===== config.mk =====
export PLATFORM = sky130hd
export DESIGN_NAME = column_flattener
export DESIGN_NICKNAME = d
export VERILOG_FILES = /design/src/logic/raycast_pkg.sv /design/src/logic/column_unpack.sv /design/src/logic/column_sweep.sv /design/src/logic/pixel_shader.sv /design/src/logic/column_flattener.sv
export SDC_FILE = /design/constraint.sdc
export NUM_CORES = 1
export LEC_CHECK = 0
export BUFFER_PORTS_ARGS = -buffer_cell sky130_fd_sc_hd__buf_4
export CAP_MARGIN = 20
export CORE_MARGIN = 2
export CORE_UTILIZATION = 41
export DETAILED_ROUTE_END_ITERATION = 6
export SETUP_SLACK_MARGIN = 0.5
export SLEW_MARGIN = 25
export SYNTH_ARGS = -nofsm -noshare
export SYNTH_HDL_FRONTEND = slang
export SYNTH_SLANG_ARGS = --single-unit

===== constraint.sdc =====
create_clock -name pixel_clk_in -period 4.3 [get_ports pixel_clk_in]
set_input_delay 0.86 -clock pixel_clk_in [delete_from_list [all_inputs] [get_ports pixel_clk_in]]
set_output_delay 0.86 -clock pixel_clk_in [all_outputs]
set_load 0.005 [all_outputs]

===== src/logic/raycast_pkg.sv =====
package raycast_pkg;

    // screen geometry
    localparam int SCREEN_WIDTH       = 320;
    localparam int SCREEN_HEIGHT      = 180;
    localparam int HALF_SCREEN_HEIGHT = SCREEN_HEIGHT / 2; // screen centre row
    localparam int GRID_SIDE          = 24;  // cells per grid row
    localparam int MINIMAP_BOUND      = 48;  // minimap is rows and cols below this

    // column word from the dda fifo
    localparam int COLUMN_WORD_W = 38;
    localparam int HCOUNT_LSB    = 29;  // 9 bit screen column
    localparam int HEIGHT_LSB    = 21;  // 8 bit line height
    localparam int WALL_SIDE_BIT = 20;  // 1 = y side hit
    localparam int MAP_LSB       = 16;  // 4 bit map cell value

    typedef logic [8:0]  hcount_t;
    typedef logic [7:0]  vcount_t;
    typedef logic [7:0]  color_t;
    typedef logic [8:0]  ray_pixel_t;  // {shade, colour}
    typedef logic [15:0] fb_addr_t;
    typedef logic [9:0]  grid_addr_t;
    typedef logic [3:0]  map_cell_t;

    // minimap colours
    localparam color_t PLAYER_COLOR     = 8'd98;
    localparam color_t GRID_WALL_COLOR  = 8'd255;
    localparam color_t GRID_EMPTY_COLOR = 8'd18;

    // palette a, map_select 0, 1 and 3
    localparam color_t SKY_A    = 8'h2a;
    localparam color_t GROUND_A = 8'd81;
    localparam color_t WALL_A   = 8'd90;
    // palette b, map_select 2
    localparam color_t SKY_B    = 8'd24;
    localparam color_t GROUND_B = 8'd55;
    localparam color_t WALL_B   = 8'd81;

    // per-row opcode from sweep to shader
    typedef enum logic [2:0] {
        REGION_CEILING,
        REGION_FLOOR,
        REGION_WALL,
        REGION_MINIMAP_CELL,
        REGION_PLAYER
    } region_t;

    typedef enum logic [1:0] {
        WAIT_COLUMN,       // ready for next column word
        WAIT_FRAME_SWITCH, // packet done, hold off until both buffers swap
        SWEEP,             // one row per cycle
        GRID_WAIT          // minimap cell read outstanding
    } sweep_state_t;

endpackage


===== src/logic/column_unpack.sv =====
module column_unpack (
    input  logic                                  pixel_clk_in,
    input  logic                                  rst_in,
    input  logic                                  dda_fifo_tvalid,
    input  logic [raycast_pkg::COLUMN_WORD_W-1:0] dda_fifo_tdata,
    input  logic                                  dda_fifo_tlast,
    input  logic                                  transformer_tready,
    output logic                                  col_load,
    output raycast_pkg::hcount_t                  col_hcount,
    output raycast_pkg::vcount_t                  draw_start,
    output raycast_pkg::vcount_t                  draw_end,
    output logic                                  col_wall_side,
    output raycast_pkg::map_cell_t                col_map,
    output logic                                  col_last
);
    import raycast_pkg::*;

    logic [HCOUNT_LSB-HEIGHT_LSB-1:0] line_height;
    logic [HCOUNT_LSB-HEIGHT_LSB-2:0] half_height;
    vcount_t                          half_clamped;

    // fifo handshake, one strobe per accepted word
    assign col_load = dda_fifo_tvalid && transformer_tready;

    assign line_height = dda_fifo_tdata[HEIGHT_LSB +: (HCOUNT_LSB - HEIGHT_LSB)];
    assign half_height = line_height[HCOUNT_LSB-HEIGHT_LSB-1:1];

    // heights over the screen would wrap draw_start below zero
    always_comb begin
        if (half_height > HALF_SCREEN_HEIGHT) begin
            half_clamped = vcount_t'(HALF_SCREEN_HEIGHT);
        end else begin
            half_clamped = vcount_t'(half_height);
        end
    end

    // field capture, held until the next accept
    always_ff @(posedge pixel_clk_in) begin
        if (col_load) begin
            col_hcount    <= dda_fifo_tdata[HCOUNT_LSB +: $bits(hcount_t)];
            col_wall_side <= dda_fifo_tdata[WALL_SIDE_BIT];
            col_map       <= dda_fifo_tdata[MAP_LSB +: $bits(map_cell_t)];
            draw_start    <= vcount_t'(HALF_SCREEN_HEIGHT) - half_clamped; // first wall row
            draw_end      <= vcount_t'(HALF_SCREEN_HEIGHT) + half_clamped; // first floor row
        end
    end

    // packet end flag steers the sweep fsm, so it gets a reset
    always_ff @(posedge pixel_clk_in) begin
        if (rst_in) begin
            col_last <= 1'b0;
        end else if (col_load) begin
            col_last <= dda_fifo_tlast;
        end
    end

endmodule


===== src/logic/column_sweep.sv =====
module column_sweep (
    input  logic                    pixel_clk_in,
    input  logic                    rst_in,
    input  logic                    col_load,
    input  raycast_pkg::hcount_t    col_hcount,
    input  raycast_pkg::vcount_t    draw_start,
    input  raycast_pkg::vcount_t    draw_end,
    input  logic                    col_last,
    input  logic [1:0]              fb_ready_to_switch,
    input  logic [15:0]             pos_x,        // 8.8 grid units
    input  logic [15:0]             pos_y,
    input  logic                    grid_valid,
    input  raycast_pkg::map_cell_t  grid_data,
    output logic                    transformer_tready,
    output logic                    grid_req,
    output raycast_pkg::grid_addr_t grid_address,
    output logic                    issue,
    output raycast_pkg::vcount_t    issue_vcount,
    output raycast_pkg::region_t    issue_region,
    output logic                    issue_grid_wall,
    output logic                    issue_last
);
    import raycast_pkg::*;

    sweep_state_t state;
    vcount_t      row;        // row being classified
    region_t      region;
    logic [7:0]   cell_x;     // minimap is 2x2 pixels per cell
    logic [7:0]   cell_y;
    logic         in_minimap;
    logic         on_player;
    logic         last_row;
    logic         grid_start;
    grid_addr_t   cell_addr;

    assign cell_x = col_hcount[8:1];
    assign cell_y = {1'b0, row[7:1]};

    assign in_minimap = (row < MINIMAP_BOUND) && (col_hcount < MINIMAP_BOUND);
    assign on_player  = (cell_x == pos_x[15:8]) && (cell_y == pos_y[15:8]); // integer part only

    // row-major cell index, max 575 inside the minimap
    assign cell_addr = grid_addr_t'(cell_x) + grid_addr_t'(cell_y) * grid_addr_t'(GRID_SIDE);

    // region priority: minimap, ceiling, floor, wall
    always_comb begin
        if (in_minimap) begin
            if (on_player) begin
                region = REGION_PLAYER;
            end else begin
                region = REGION_MINIMAP_CELL;
            end
        end else if (row < draw_start) begin
            region = REGION_CEILING;
        end else if (row >= draw_end) begin
            region = REGION_FLOOR;
        end else begin
            region = REGION_WALL;
        end
    end

    assign last_row   = (row == vcount_t'(SCREEN_HEIGHT - 1));
    assign grid_start = (state == SWEEP) && (region == REGION_MINIMAP_CELL);

    // minimap cells issue only once the grid answers
    assign issue = ((state == SWEEP) && (region != REGION_MINIMAP_CELL)) ||
                   ((state == GRID_WAIT) && grid_valid);

    assign issue_vcount    = row;
    assign issue_region    = region;
    assign issue_grid_wall = (grid_data != '0);   // only meaningful with grid_valid
    assign issue_last      = issue && col_last && last_row;

    assign transformer_tready = (state == WAIT_COLUMN);

    always_ff @(posedge pixel_clk_in) begin
        if (rst_in) begin
            state    <= WAIT_COLUMN;
            row      <= '0;
            grid_req <= 1'b0;
        end else begin
            case (state)
                WAIT_COLUMN: begin
                    if (col_load) begin
                        state <= SWEEP; // fields land this edge
                    end
                end
                SWEEP: begin
                    if (grid_start) begin
                        state <= GRID_WAIT;
                    end
                end
                GRID_WAIT: begin
                    state <= GRID_WAIT; // leaves through the row step below
                end
                WAIT_FRAME_SWITCH: begin
                    if (fb_ready_to_switch == 2'd3) begin // both buffers ready
                        state <= WAIT_COLUMN;
                    end
                end
                default: state <= WAIT_COLUMN;
            endcase

            // row step, overrides the state chosen above
            if (issue) begin
                if (last_row) begin
                    row   <= '0;
                    state <= col_last ? WAIT_FRAME_SWITCH : WAIT_COLUMN;
                end else begin
                    row   <= row + 1'b1;
                    state <= SWEEP;
                end
            end

            if (grid_start) begin
                grid_req <= 1'b1;
            end else if ((state == GRID_WAIT) && grid_valid) begin
                grid_req <= 1'b0; // drops the cycle after the data
            end
        end
    end

    // address held steady while the request is up
    always_ff @(posedge pixel_clk_in) begin
        if (grid_start) begin
            grid_address <= cell_addr;
        end
    end

endmodule


===== src/logic/pixel_shader.sv =====
module pixel_shader (
    input  logic                   pixel_clk_in,
    input  logic                   rst_in,
    input  logic                   issue,
    input  raycast_pkg::vcount_t   issue_vcount,
    input  raycast_pkg::region_t   issue_region,
    input  logic                   issue_grid_wall,
    input  logic                   issue_last,
    input  raycast_pkg::hcount_t   col_hcount,
    input  logic                   col_wall_side,
    input  raycast_pkg::map_cell_t col_map,
    input  logic [1:0]             map_select,
    output raycast_pkg::ray_pixel_t ray_pixel,
    output raycast_pkg::fb_addr_t   ray_address,
    output logic                    ray_last_pixel,
    output logic                    pixel_valid
);
    import raycast_pkg::*;

    color_t     sky;
    color_t     ground;
    color_t     wall;
    ray_pixel_t pixel_next;
    fb_addr_t   addr_next;

    // palette select, 3 falls back to the map 0 palette
    always_comb begin
        case (map_select)
            2'd2: begin
                sky    = SKY_B;
                ground = GROUND_B;
                wall   = WALL_B;
            end
            default: begin
                sky    = SKY_A;
                ground = GROUND_A;
                wall   = WALL_A;
            end
        endcase
    end

    // opcode to colour, shade bit set on y-side walls only
    always_comb begin
        case (issue_region)
            REGION_CEILING: pixel_next = {1'b0, sky};
            REGION_FLOOR:   pixel_next = {1'b0, ground};
            REGION_WALL: begin
                if (col_map == '0) begin
                    pixel_next = {1'b0, sky}; // empty cell, see-through
                end else begin
                    pixel_next = {col_wall_side, wall};
                end
            end
            REGION_PLAYER:  pixel_next = {1'b0, PLAYER_COLOR};
            REGION_MINIMAP_CELL: begin
                pixel_next = {1'b0, issue_grid_wall ? GRID_WALL_COLOR : GRID_EMPTY_COLOR};
            end
            default:        pixel_next = {1'b0, sky};
        endcase
    end

    assign addr_next = fb_addr_t'(col_hcount) + fb_addr_t'(issue_vcount) * fb_addr_t'(SCREEN_WIDTH);

    // pixel and address, written only with a valid strobe
    always_ff @(posedge pixel_clk_in) begin
        if (issue) begin
            ray_pixel   <= pixel_next;
            ray_address <= addr_next;
        end
    end

    always_ff @(posedge pixel_clk_in) begin
        if (rst_in) begin
            pixel_valid    <= 1'b0;
            ray_last_pixel <= 1'b0;
        end else begin
            pixel_valid    <= issue;      // one pulse per row
            ray_last_pixel <= issue_last; // row 179 of a tlast column
        end
    end

endmodule


===== src/logic/column_flattener.sv =====
module column_flattener (
    input  logic                                  pixel_clk_in,
    input  logic                                  rst_in,
    input  logic                                  dda_fifo_tvalid,
    input  logic [raycast_pkg::COLUMN_WORD_W-1:0] dda_fifo_tdata,
    input  logic                                  dda_fifo_tlast,
    input  logic [1:0]                            fb_ready_to_switch,
    input  logic [15:0]                           pos_x,
    input  logic [15:0]                           pos_y,
    input  logic [1:0]                            map_select,
    input  logic                                  grid_valid,
    input  raycast_pkg::map_cell_t                grid_data,
    output logic                                  transformer_tready,
    output logic                                  grid_req,
    output raycast_pkg::grid_addr_t               grid_address,
    output raycast_pkg::ray_pixel_t               ray_pixel,
    output raycast_pkg::fb_addr_t                 ray_address,
    output logic                                  ray_last_pixel,
    output logic                                  pixel_valid
);
    import raycast_pkg::*;

    // decoded column, held through the sweep
    logic      col_load;
    hcount_t   col_hcount;
    vcount_t   draw_start;
    vcount_t   draw_end;
    logic      col_wall_side;
    map_cell_t col_map;
    logic      col_last;

    // per-row opcode into the shader
    logic      issue;
    vcount_t   issue_vcount;
    region_t   issue_region;
    logic      issue_grid_wall;
    logic      issue_last;

    column_unpack u_unpack (
        .pixel_clk_in      (pixel_clk_in),
        .rst_in            (rst_in),
        .dda_fifo_tvalid   (dda_fifo_tvalid),
        .dda_fifo_tdata    (dda_fifo_tdata),
        .dda_fifo_tlast    (dda_fifo_tlast),
        .transformer_tready(transformer_tready),
        .col_load          (col_load),
        .col_hcount        (col_hcount),
        .draw_start        (draw_start),
        .draw_end          (draw_end),
        .col_wall_side     (col_wall_side),
        .col_map           (col_map),
        .col_last          (col_last)
    );

    column_sweep u_sweep (
        .pixel_clk_in      (pixel_clk_in),
        .rst_in            (rst_in),
        .col_load          (col_load),
        .col_hcount        (col_hcount),
        .draw_start        (draw_start),
        .draw_end          (draw_end),
        .col_last          (col_last),
        .fb_ready_to_switch(fb_ready_to_switch),
        .pos_x             (pos_x),
        .pos_y             (pos_y),
        .grid_valid        (grid_valid),
        .grid_data         (grid_data),
        .transformer_tready(transformer_tready),
        .grid_req          (grid_req),
        .grid_address      (grid_address),
        .issue             (issue),
        .issue_vcount      (issue_vcount),
        .issue_region      (issue_region),
        .issue_grid_wall   (issue_grid_wall),
        .issue_last        (issue_last)
    );

    pixel_shader u_shader (
        .pixel_clk_in   (pixel_clk_in),
        .rst_in         (rst_in),
        .issue          (issue),
        .issue_vcount   (issue_vcount),
        .issue_region   (issue_region),
        .issue_grid_wall(issue_grid_wall),
        .issue_last     (issue_last),
        .col_hcount     (col_hcount),
        .col_wall_side  (col_wall_side),
        .col_map        (col_map),
        .map_select     (map_select),
        .ray_pixel      (ray_pixel),
        .ray_address    (ray_address),
        .ray_last_pixel (ray_last_pixel),
        .pixel_valid    (pixel_valid)
    );

endmodule


Word level (Yosys, flattened, before mapping):

Index checks and enable logic that the tools add are counted.
W data, S select, Z words.

* register bits: 79
* input port bits: 83
* logic and storage cells: 77

* add/subtract/negate cells: 5
* multipliers: 2
* $lt $le $gt $ge: 5
* equal/unequal tests: 16
* multiplexer cells: 21
* reduce and logical (&&, ||, !) cells: 14

Operator list (count)
* $pmux W9 S4: 1
* $add A9 B16 Y16: 1
* $mux W8: 2
* $mux W7: 2
* $mux W2: 6
* $add A8 B10 Y10: 1
* $mul A8 B3 Y10 const B: 1
* $lt A9 B6 Y1 const B: 1
* $mux W3: 3
* $mux W9: 1
* $add A7 B7 Y8 const A: 1
* $add A8 B1 Y8 const B: 1
* $eq A2 B2 Y1 const B: 4
* $eq A7 B8 Y1: 1
* $eq A8 B8 Y1: 1
* $eq A8 B8 Y1 const B: 1
* $ge A8 B8 Y1: 1
* $logic_and A1 B1 Y1: 8
* $lt A8 B6 Y1 const B: 1
* $lt A8 B8 Y1: 1
* $pmux W2 S4: 1
* $sub A7 B7 Y8 const A: 1
* $gt A7 B7 Y1 const B: 1
* $mul A7 B2 Y7 const B: 1
* other kinds (15): 20

Longest topological paths before layout:

* word-level depth: 9
* mapped depth: 11
* gate-level depth less buffers: 10

By module:

A second synthesis with hierarchy kept.

* cells, all modules: 432
* area total of the unflattened synthesis: 4815.9 µm²

Modules (own cells, without submodules)
* column_sweep: instances 1, cells an instance 215, area each 1961.9 µm², seq. area each 520.5 µm²
* pixel_shader: instances 1, cells an instance 125, area each 1515.2 µm², seq. area each 790.8 µm²
* column_unpack: instances 1, cells an instance 92, area each 1338.8 µm², seq. area each 890.9 µm²

Worst setup path after synthesis:

OpenSTA, ideal clock, no wires.

* path type: input to register
* from: input port dda_fifo_tvalid
* to: register u_unpack.col_last
* library setup time: 0.118 ns
* arrival: 3.499 ns
* required time: 4.182 ns
* setup slack: 0.683 ns
* stages on the path: 3
* path buffers: 0
* cells stage by stage: nor3b_1 > mux2i_1 > nor2_1

* word-level cells in the longest chain between the ends: 1

RTL lines
* from (decl): line column_flattener.sv:4 `input logic dda_fifo_tvalid,`
* $logic_and A1 B1 Y1: line column_unpack.sv:23 `assign col_load = dda_fifo_tvalid && transformer_tready;`
* to (signal assigned): line column_unpack.sv:53 `col_last <= dda_fifo_tlast;`
* to (decl): line column_unpack.sv:14 `output logic col_last`

Every way passes these cells.
A chain may end at the register's enable or synchronous reset.

Worst setup path in the final report:

* from: register u_sweep.row[7], in the netlist u_sweep.issue_vcount[7]
* to: register u_sweep.grid_address[2], enable pin

* word-level cells in the longest chain between the ends: 6

RTL lines
* from (decl): line column_sweep.sv:26 `vcount_t row;`
* from (signal assigned): line column_sweep.sv:110 `row <= row + 1'b1;`
* $ge A8 B8 Y1 or $eq A7 B8 Y1 (tied branches): line column_sweep.sv:55, column_sweep.sv:40
* $mux W2 or $logic_and A1 B1 Y1 (tied branches): line column_sweep.sv:55, column_sweep.sv:40
* $mux W3, on equally long branches: line column_sweep.sv:53, column_sweep.sv:48
* $mux W3 (*): line column_sweep.sv:47 `if (in_minimap) begin`
* $eq A3 B2 Y1 (*): line column_sweep.sv:63 `assign grid_start = (state == SWEEP) && (region == REGION_MINIMAP_CELL);`
* $logic_and A1 B1 Y1 (*): line column_sweep.sv:63
* via u_sweep.grid_start: line column_sweep.sv:33 `logic grid_start;`
* to (signal assigned): line column_sweep.sv:126 `grid_address <= cell_addr;`
* to (decl): line column_sweep.sv:16 `output raycast_pkg::grid_addr_t grid_address,`

Mark *: on every way through the listed nets, which the timed path passes. The rest lies on a longest branch.

==> impl_metrics.py <==
metrics = {
    "sta": {
        "drv_slew": 0,
        "hold_violations": 0,
        "clock_skew_ps": 8.145,
        "fmax_ghz": 0.3167,
        "setup_violations": 0,
        "timing.slew.headroom": 0.5764,
        "tns_ps": 0,
        "finalCritPeriodShare": 0.7343,
        "grt_setup_unrepaired": "false",
        "finalCriticalPeriod_ps": 3157,
        "worst_pin_slew_ps": 626.6,
    },
    "floorplan": {
        "die_h_um": 110.3,
        "fp-row-count": 38,
        "num_io_pins": 122,
        "dieArea_mm2": 0.01216,
        "start_util": 0.4235,
        "die-width_um": 110.3,
        "core_area_mm2": 0.01094,
    },
    "placed_design": {
        "gp_congestion": 0.8191,
        "dpl.hpwl_um": 7574,
        "port_buffers": 88,
        "placed_cell_area_mm2": 0.005440,
    },
    "route": {
        "drtIter0Drc": 156,
        "num_vias": 3423,
        "drc_errors": 0,
        "routed_wl_um": 10050,
        "antenna_left": 0,
        "firstDrtPassIters": 5,
        "wl_per_cell_um": 15.48,
        "vias_per_cell": 5.274,
    },
    "setup_path": {
        "path_max_fanout": 13,
        "critPathCaptureType": "flop",
        "startpoint": "u_sweep.issue_vcount[7]",
        "crit_type": "reg -> reg",
        "critPathLaunchType": "flop",
        "required_ps": 4280,
        "worstPathArrival_ps": 3140,
        "reg2reg_setup_slack_ps": 1140,
        "rr_startpoint": "u_sweep.issue_vcount[7]",
    },
    "clock_tree": {
        "cts_tree": "done",
        "cts-resized-gates": 0,
        "path_clk_slew_ps": 70,
        "postCtsSetupBuffers": 0,
        "numCtsBuffers": 9,
        "clk_root_buffer_cell": "clkbuf_16",
        "htree_levels": 3,
        "cts_max_path_buffers": 2,
        "clkLatencyLatePin_ps": 340,
        "cts_num_sinks": 78,
        "holdBufCountCts": 0,
    },
    "grt": {
        "antenna_found_initial": 0,
        "grt_start_max_net_pins": 31,
        "grt_overflow": 0,
        "grt_first_pass_wirelength_um": 16220,
        "first_global_vias": 3399,
        "grtUsageTotal": 0.1755,
    },
    "cells_and_area": {
        "drive_gt1_frac": 0.2299,
        "final_area_mm2": 0.005732,
        "fin_nets": 640,
        "syn_to_final_growth_pct": 23.78,
        "antennaDiodeCount": 0,
    },
    "synth": {
        "ys_seq_area_frac": 0.4755,
        "ys_warn_count": 0,
        "synth_edf_count": 64,
        "synth_seq_cells": 78,
        "synth_area_per_cell_um2": 11.27,
        "synth_cell_type_count": 60,
        "synth_nets": 547,
        "syn_area_mm2": 0.004631,
        "syn_inst": 411,
        "ys.flop_type": "edfxtp_1",
        "async_reset_ff_frac": 0,
    },
    "power_and_ir_drop": {
        "p_leak_nw": 2.492,
        "power-per-cell-area_mw_per_mm2": 329.5,
        "peakVddDrop_mv": 0.1863,
    },
    "hold_path": {
        "hp-class": "reg -> reg",
        "hold_path.startpoint": "u_unpack.col_hcount[0]",
    },
    "run": {
        "drv_cap": 0,
    },
    "outcome": {
        "status": "completed",
    },
}
[area by class of cell]
type	count	area [um2]
fillers	965	5204
multi-input cells	285	2238
flip-flops and latches	78	2202
repair buffers	89	668.1
clock buffers	10	229.0
well taps	140	175.2
inverters	41	156.4
clock inverters	6	62.56
[power by group]
group | switching [W] | internal, W | total [W]
Clock | 0.000304 | 0.000448 | 0.000751
Sequential | 0.0000270 | 0.000875 | 0.000902
Combinational | 0.000122 | 0.000113 | 0.000235
Total | 0.000453 | 0.00144 | 0.00189
[stage by stage]
stage | setup slack, ps | std cells | hold slack, ps | util | power [W]
after floorplan | 683.2 | 411 | 400.3 | - | 0.001046
after global placement | 1195 | 633 | 401.3 | 0.4975 | 0.001149
after detailed placement | 1208 | 633 | 425.1 | 0.4975 | 0.001155
after CTS | 1184 | 649 | 439.8 | 0.5241 | 0.001906
after global routing | 895.4 | 649 | 454.0 | 0.5241 | 0.001978
final | 1143 | 649 | 438.2 | 0.5241 | 0.001889
[path summary, 6_finish.rpt]
kind                                   to  cells past startpoint
setup / recovery  u_sweep.grid_address[2]                      8
hold / removal    u_shader.ray_address[0]                      0
setup reg to reg  u_sweep.grid_address[2]                      8
hold reg to reg   u_shader.ray_address[0]                      0
[synth_stat cells (all sizes together), types with 3 or more instances]
library cell   n  area (um2)
o32ai          3       26.28
nand2b         4       25.02
a21boi         3       22.52
nor3b          3       22.52
mux2i          4       40.04
nor3          11       55.05
clkbuf         4       15.01
nor2b          5       31.28
nand3         11       55.05
nor4           6       80.07
or3            4       25.02
fa             4       80.08
ha            49       613.1
nand2         16       60.06
a21oi         33       168.9
xnor2         14       122.6
nand4          6       43.79
and3           3       18.77
buf            3       23.77
a21o           8       60.06
a31oi          3       18.77
o21ai         17       85.08
nor2          19       73.82
xor2          24       217.7
a211oi         3       22.52
o21bai         4       30.03
inv           41       156.4
o31ai          4       30.03
edfxtp        64        1922
dfxtp         14       280.3
[state kept, by name, indices dropped and copies added (netlist names), 2 cells and up]
register and flops:
u_shader.ray_pixel 9, u_unpack.col_hcount 9, u_sweep.grid_address 10, u_sweep.issue_vcount 8, u_unpack.draw_end 8, u_unpack.draw_start 7
u_unpack.col_map 4, u_sweep.state 2, u_shader.ray_address 16
[placed cells by master, fill, tap and decap left out, drive strengths merged, types with 8 or more instances in the layout]
master | netlist | layout
xnor2 | 14 | 14
dfxtp | 14 | 14
a21oi | 33 | 33
inv | 41 | 41
a21o | 8 | 8
nand2 | 16 | 16
nor3 | 11 | 11
edfxtp | 64 | 64
nor2 | 19 | 19
buf | 3 | 89
xor2 | 24 | 24
ha | 49 | 49
nand3 | 11 | 11
o21ai | 17 | 17
clkbuf | 4 | 10
[cell families (layout without fill, tap and decap cells)]
| family | count (synthesis) | count (layout) | share of synthesized area |
|---|---|---|---|
| AND/OR/NAND/NOR | 98 | 98 | 0.1243 |
| adder cells (fa/ha/maj) | 53 | 53 | 0.1497 |
| AO/OA/AOI/OAI | 92 | 92 | 0.1262 |
| multiplexers | 4 | 4 | 0.008647 |
| flip-flops | 78 | 78 | 0.4755 |
| buffers and inverters | 48 | 146 | 0.04215 |
| XOR/XNOR | 38 | 38 | 0.07349 |
[worst max-delay path, cell delays in order, from the launching register on]
cell	delay, ps
dfxtp_1	430
inv_1	250
ha_1	190
nor4b_1	520
nand2_1	430
nor2_2	270
and2_4	230
nand2_1	110
inv_1	370
[metal layers]
layer	up-vias	GRT usage	wire length [um]
li1	1692	-	-
met1	1634	0.2074	4118
met2	81	0.3098	5315
met3	16	0.03410	405
met4	0	0.07500	206
met5	-	0	0
Power figures use the tool's default switching activity.
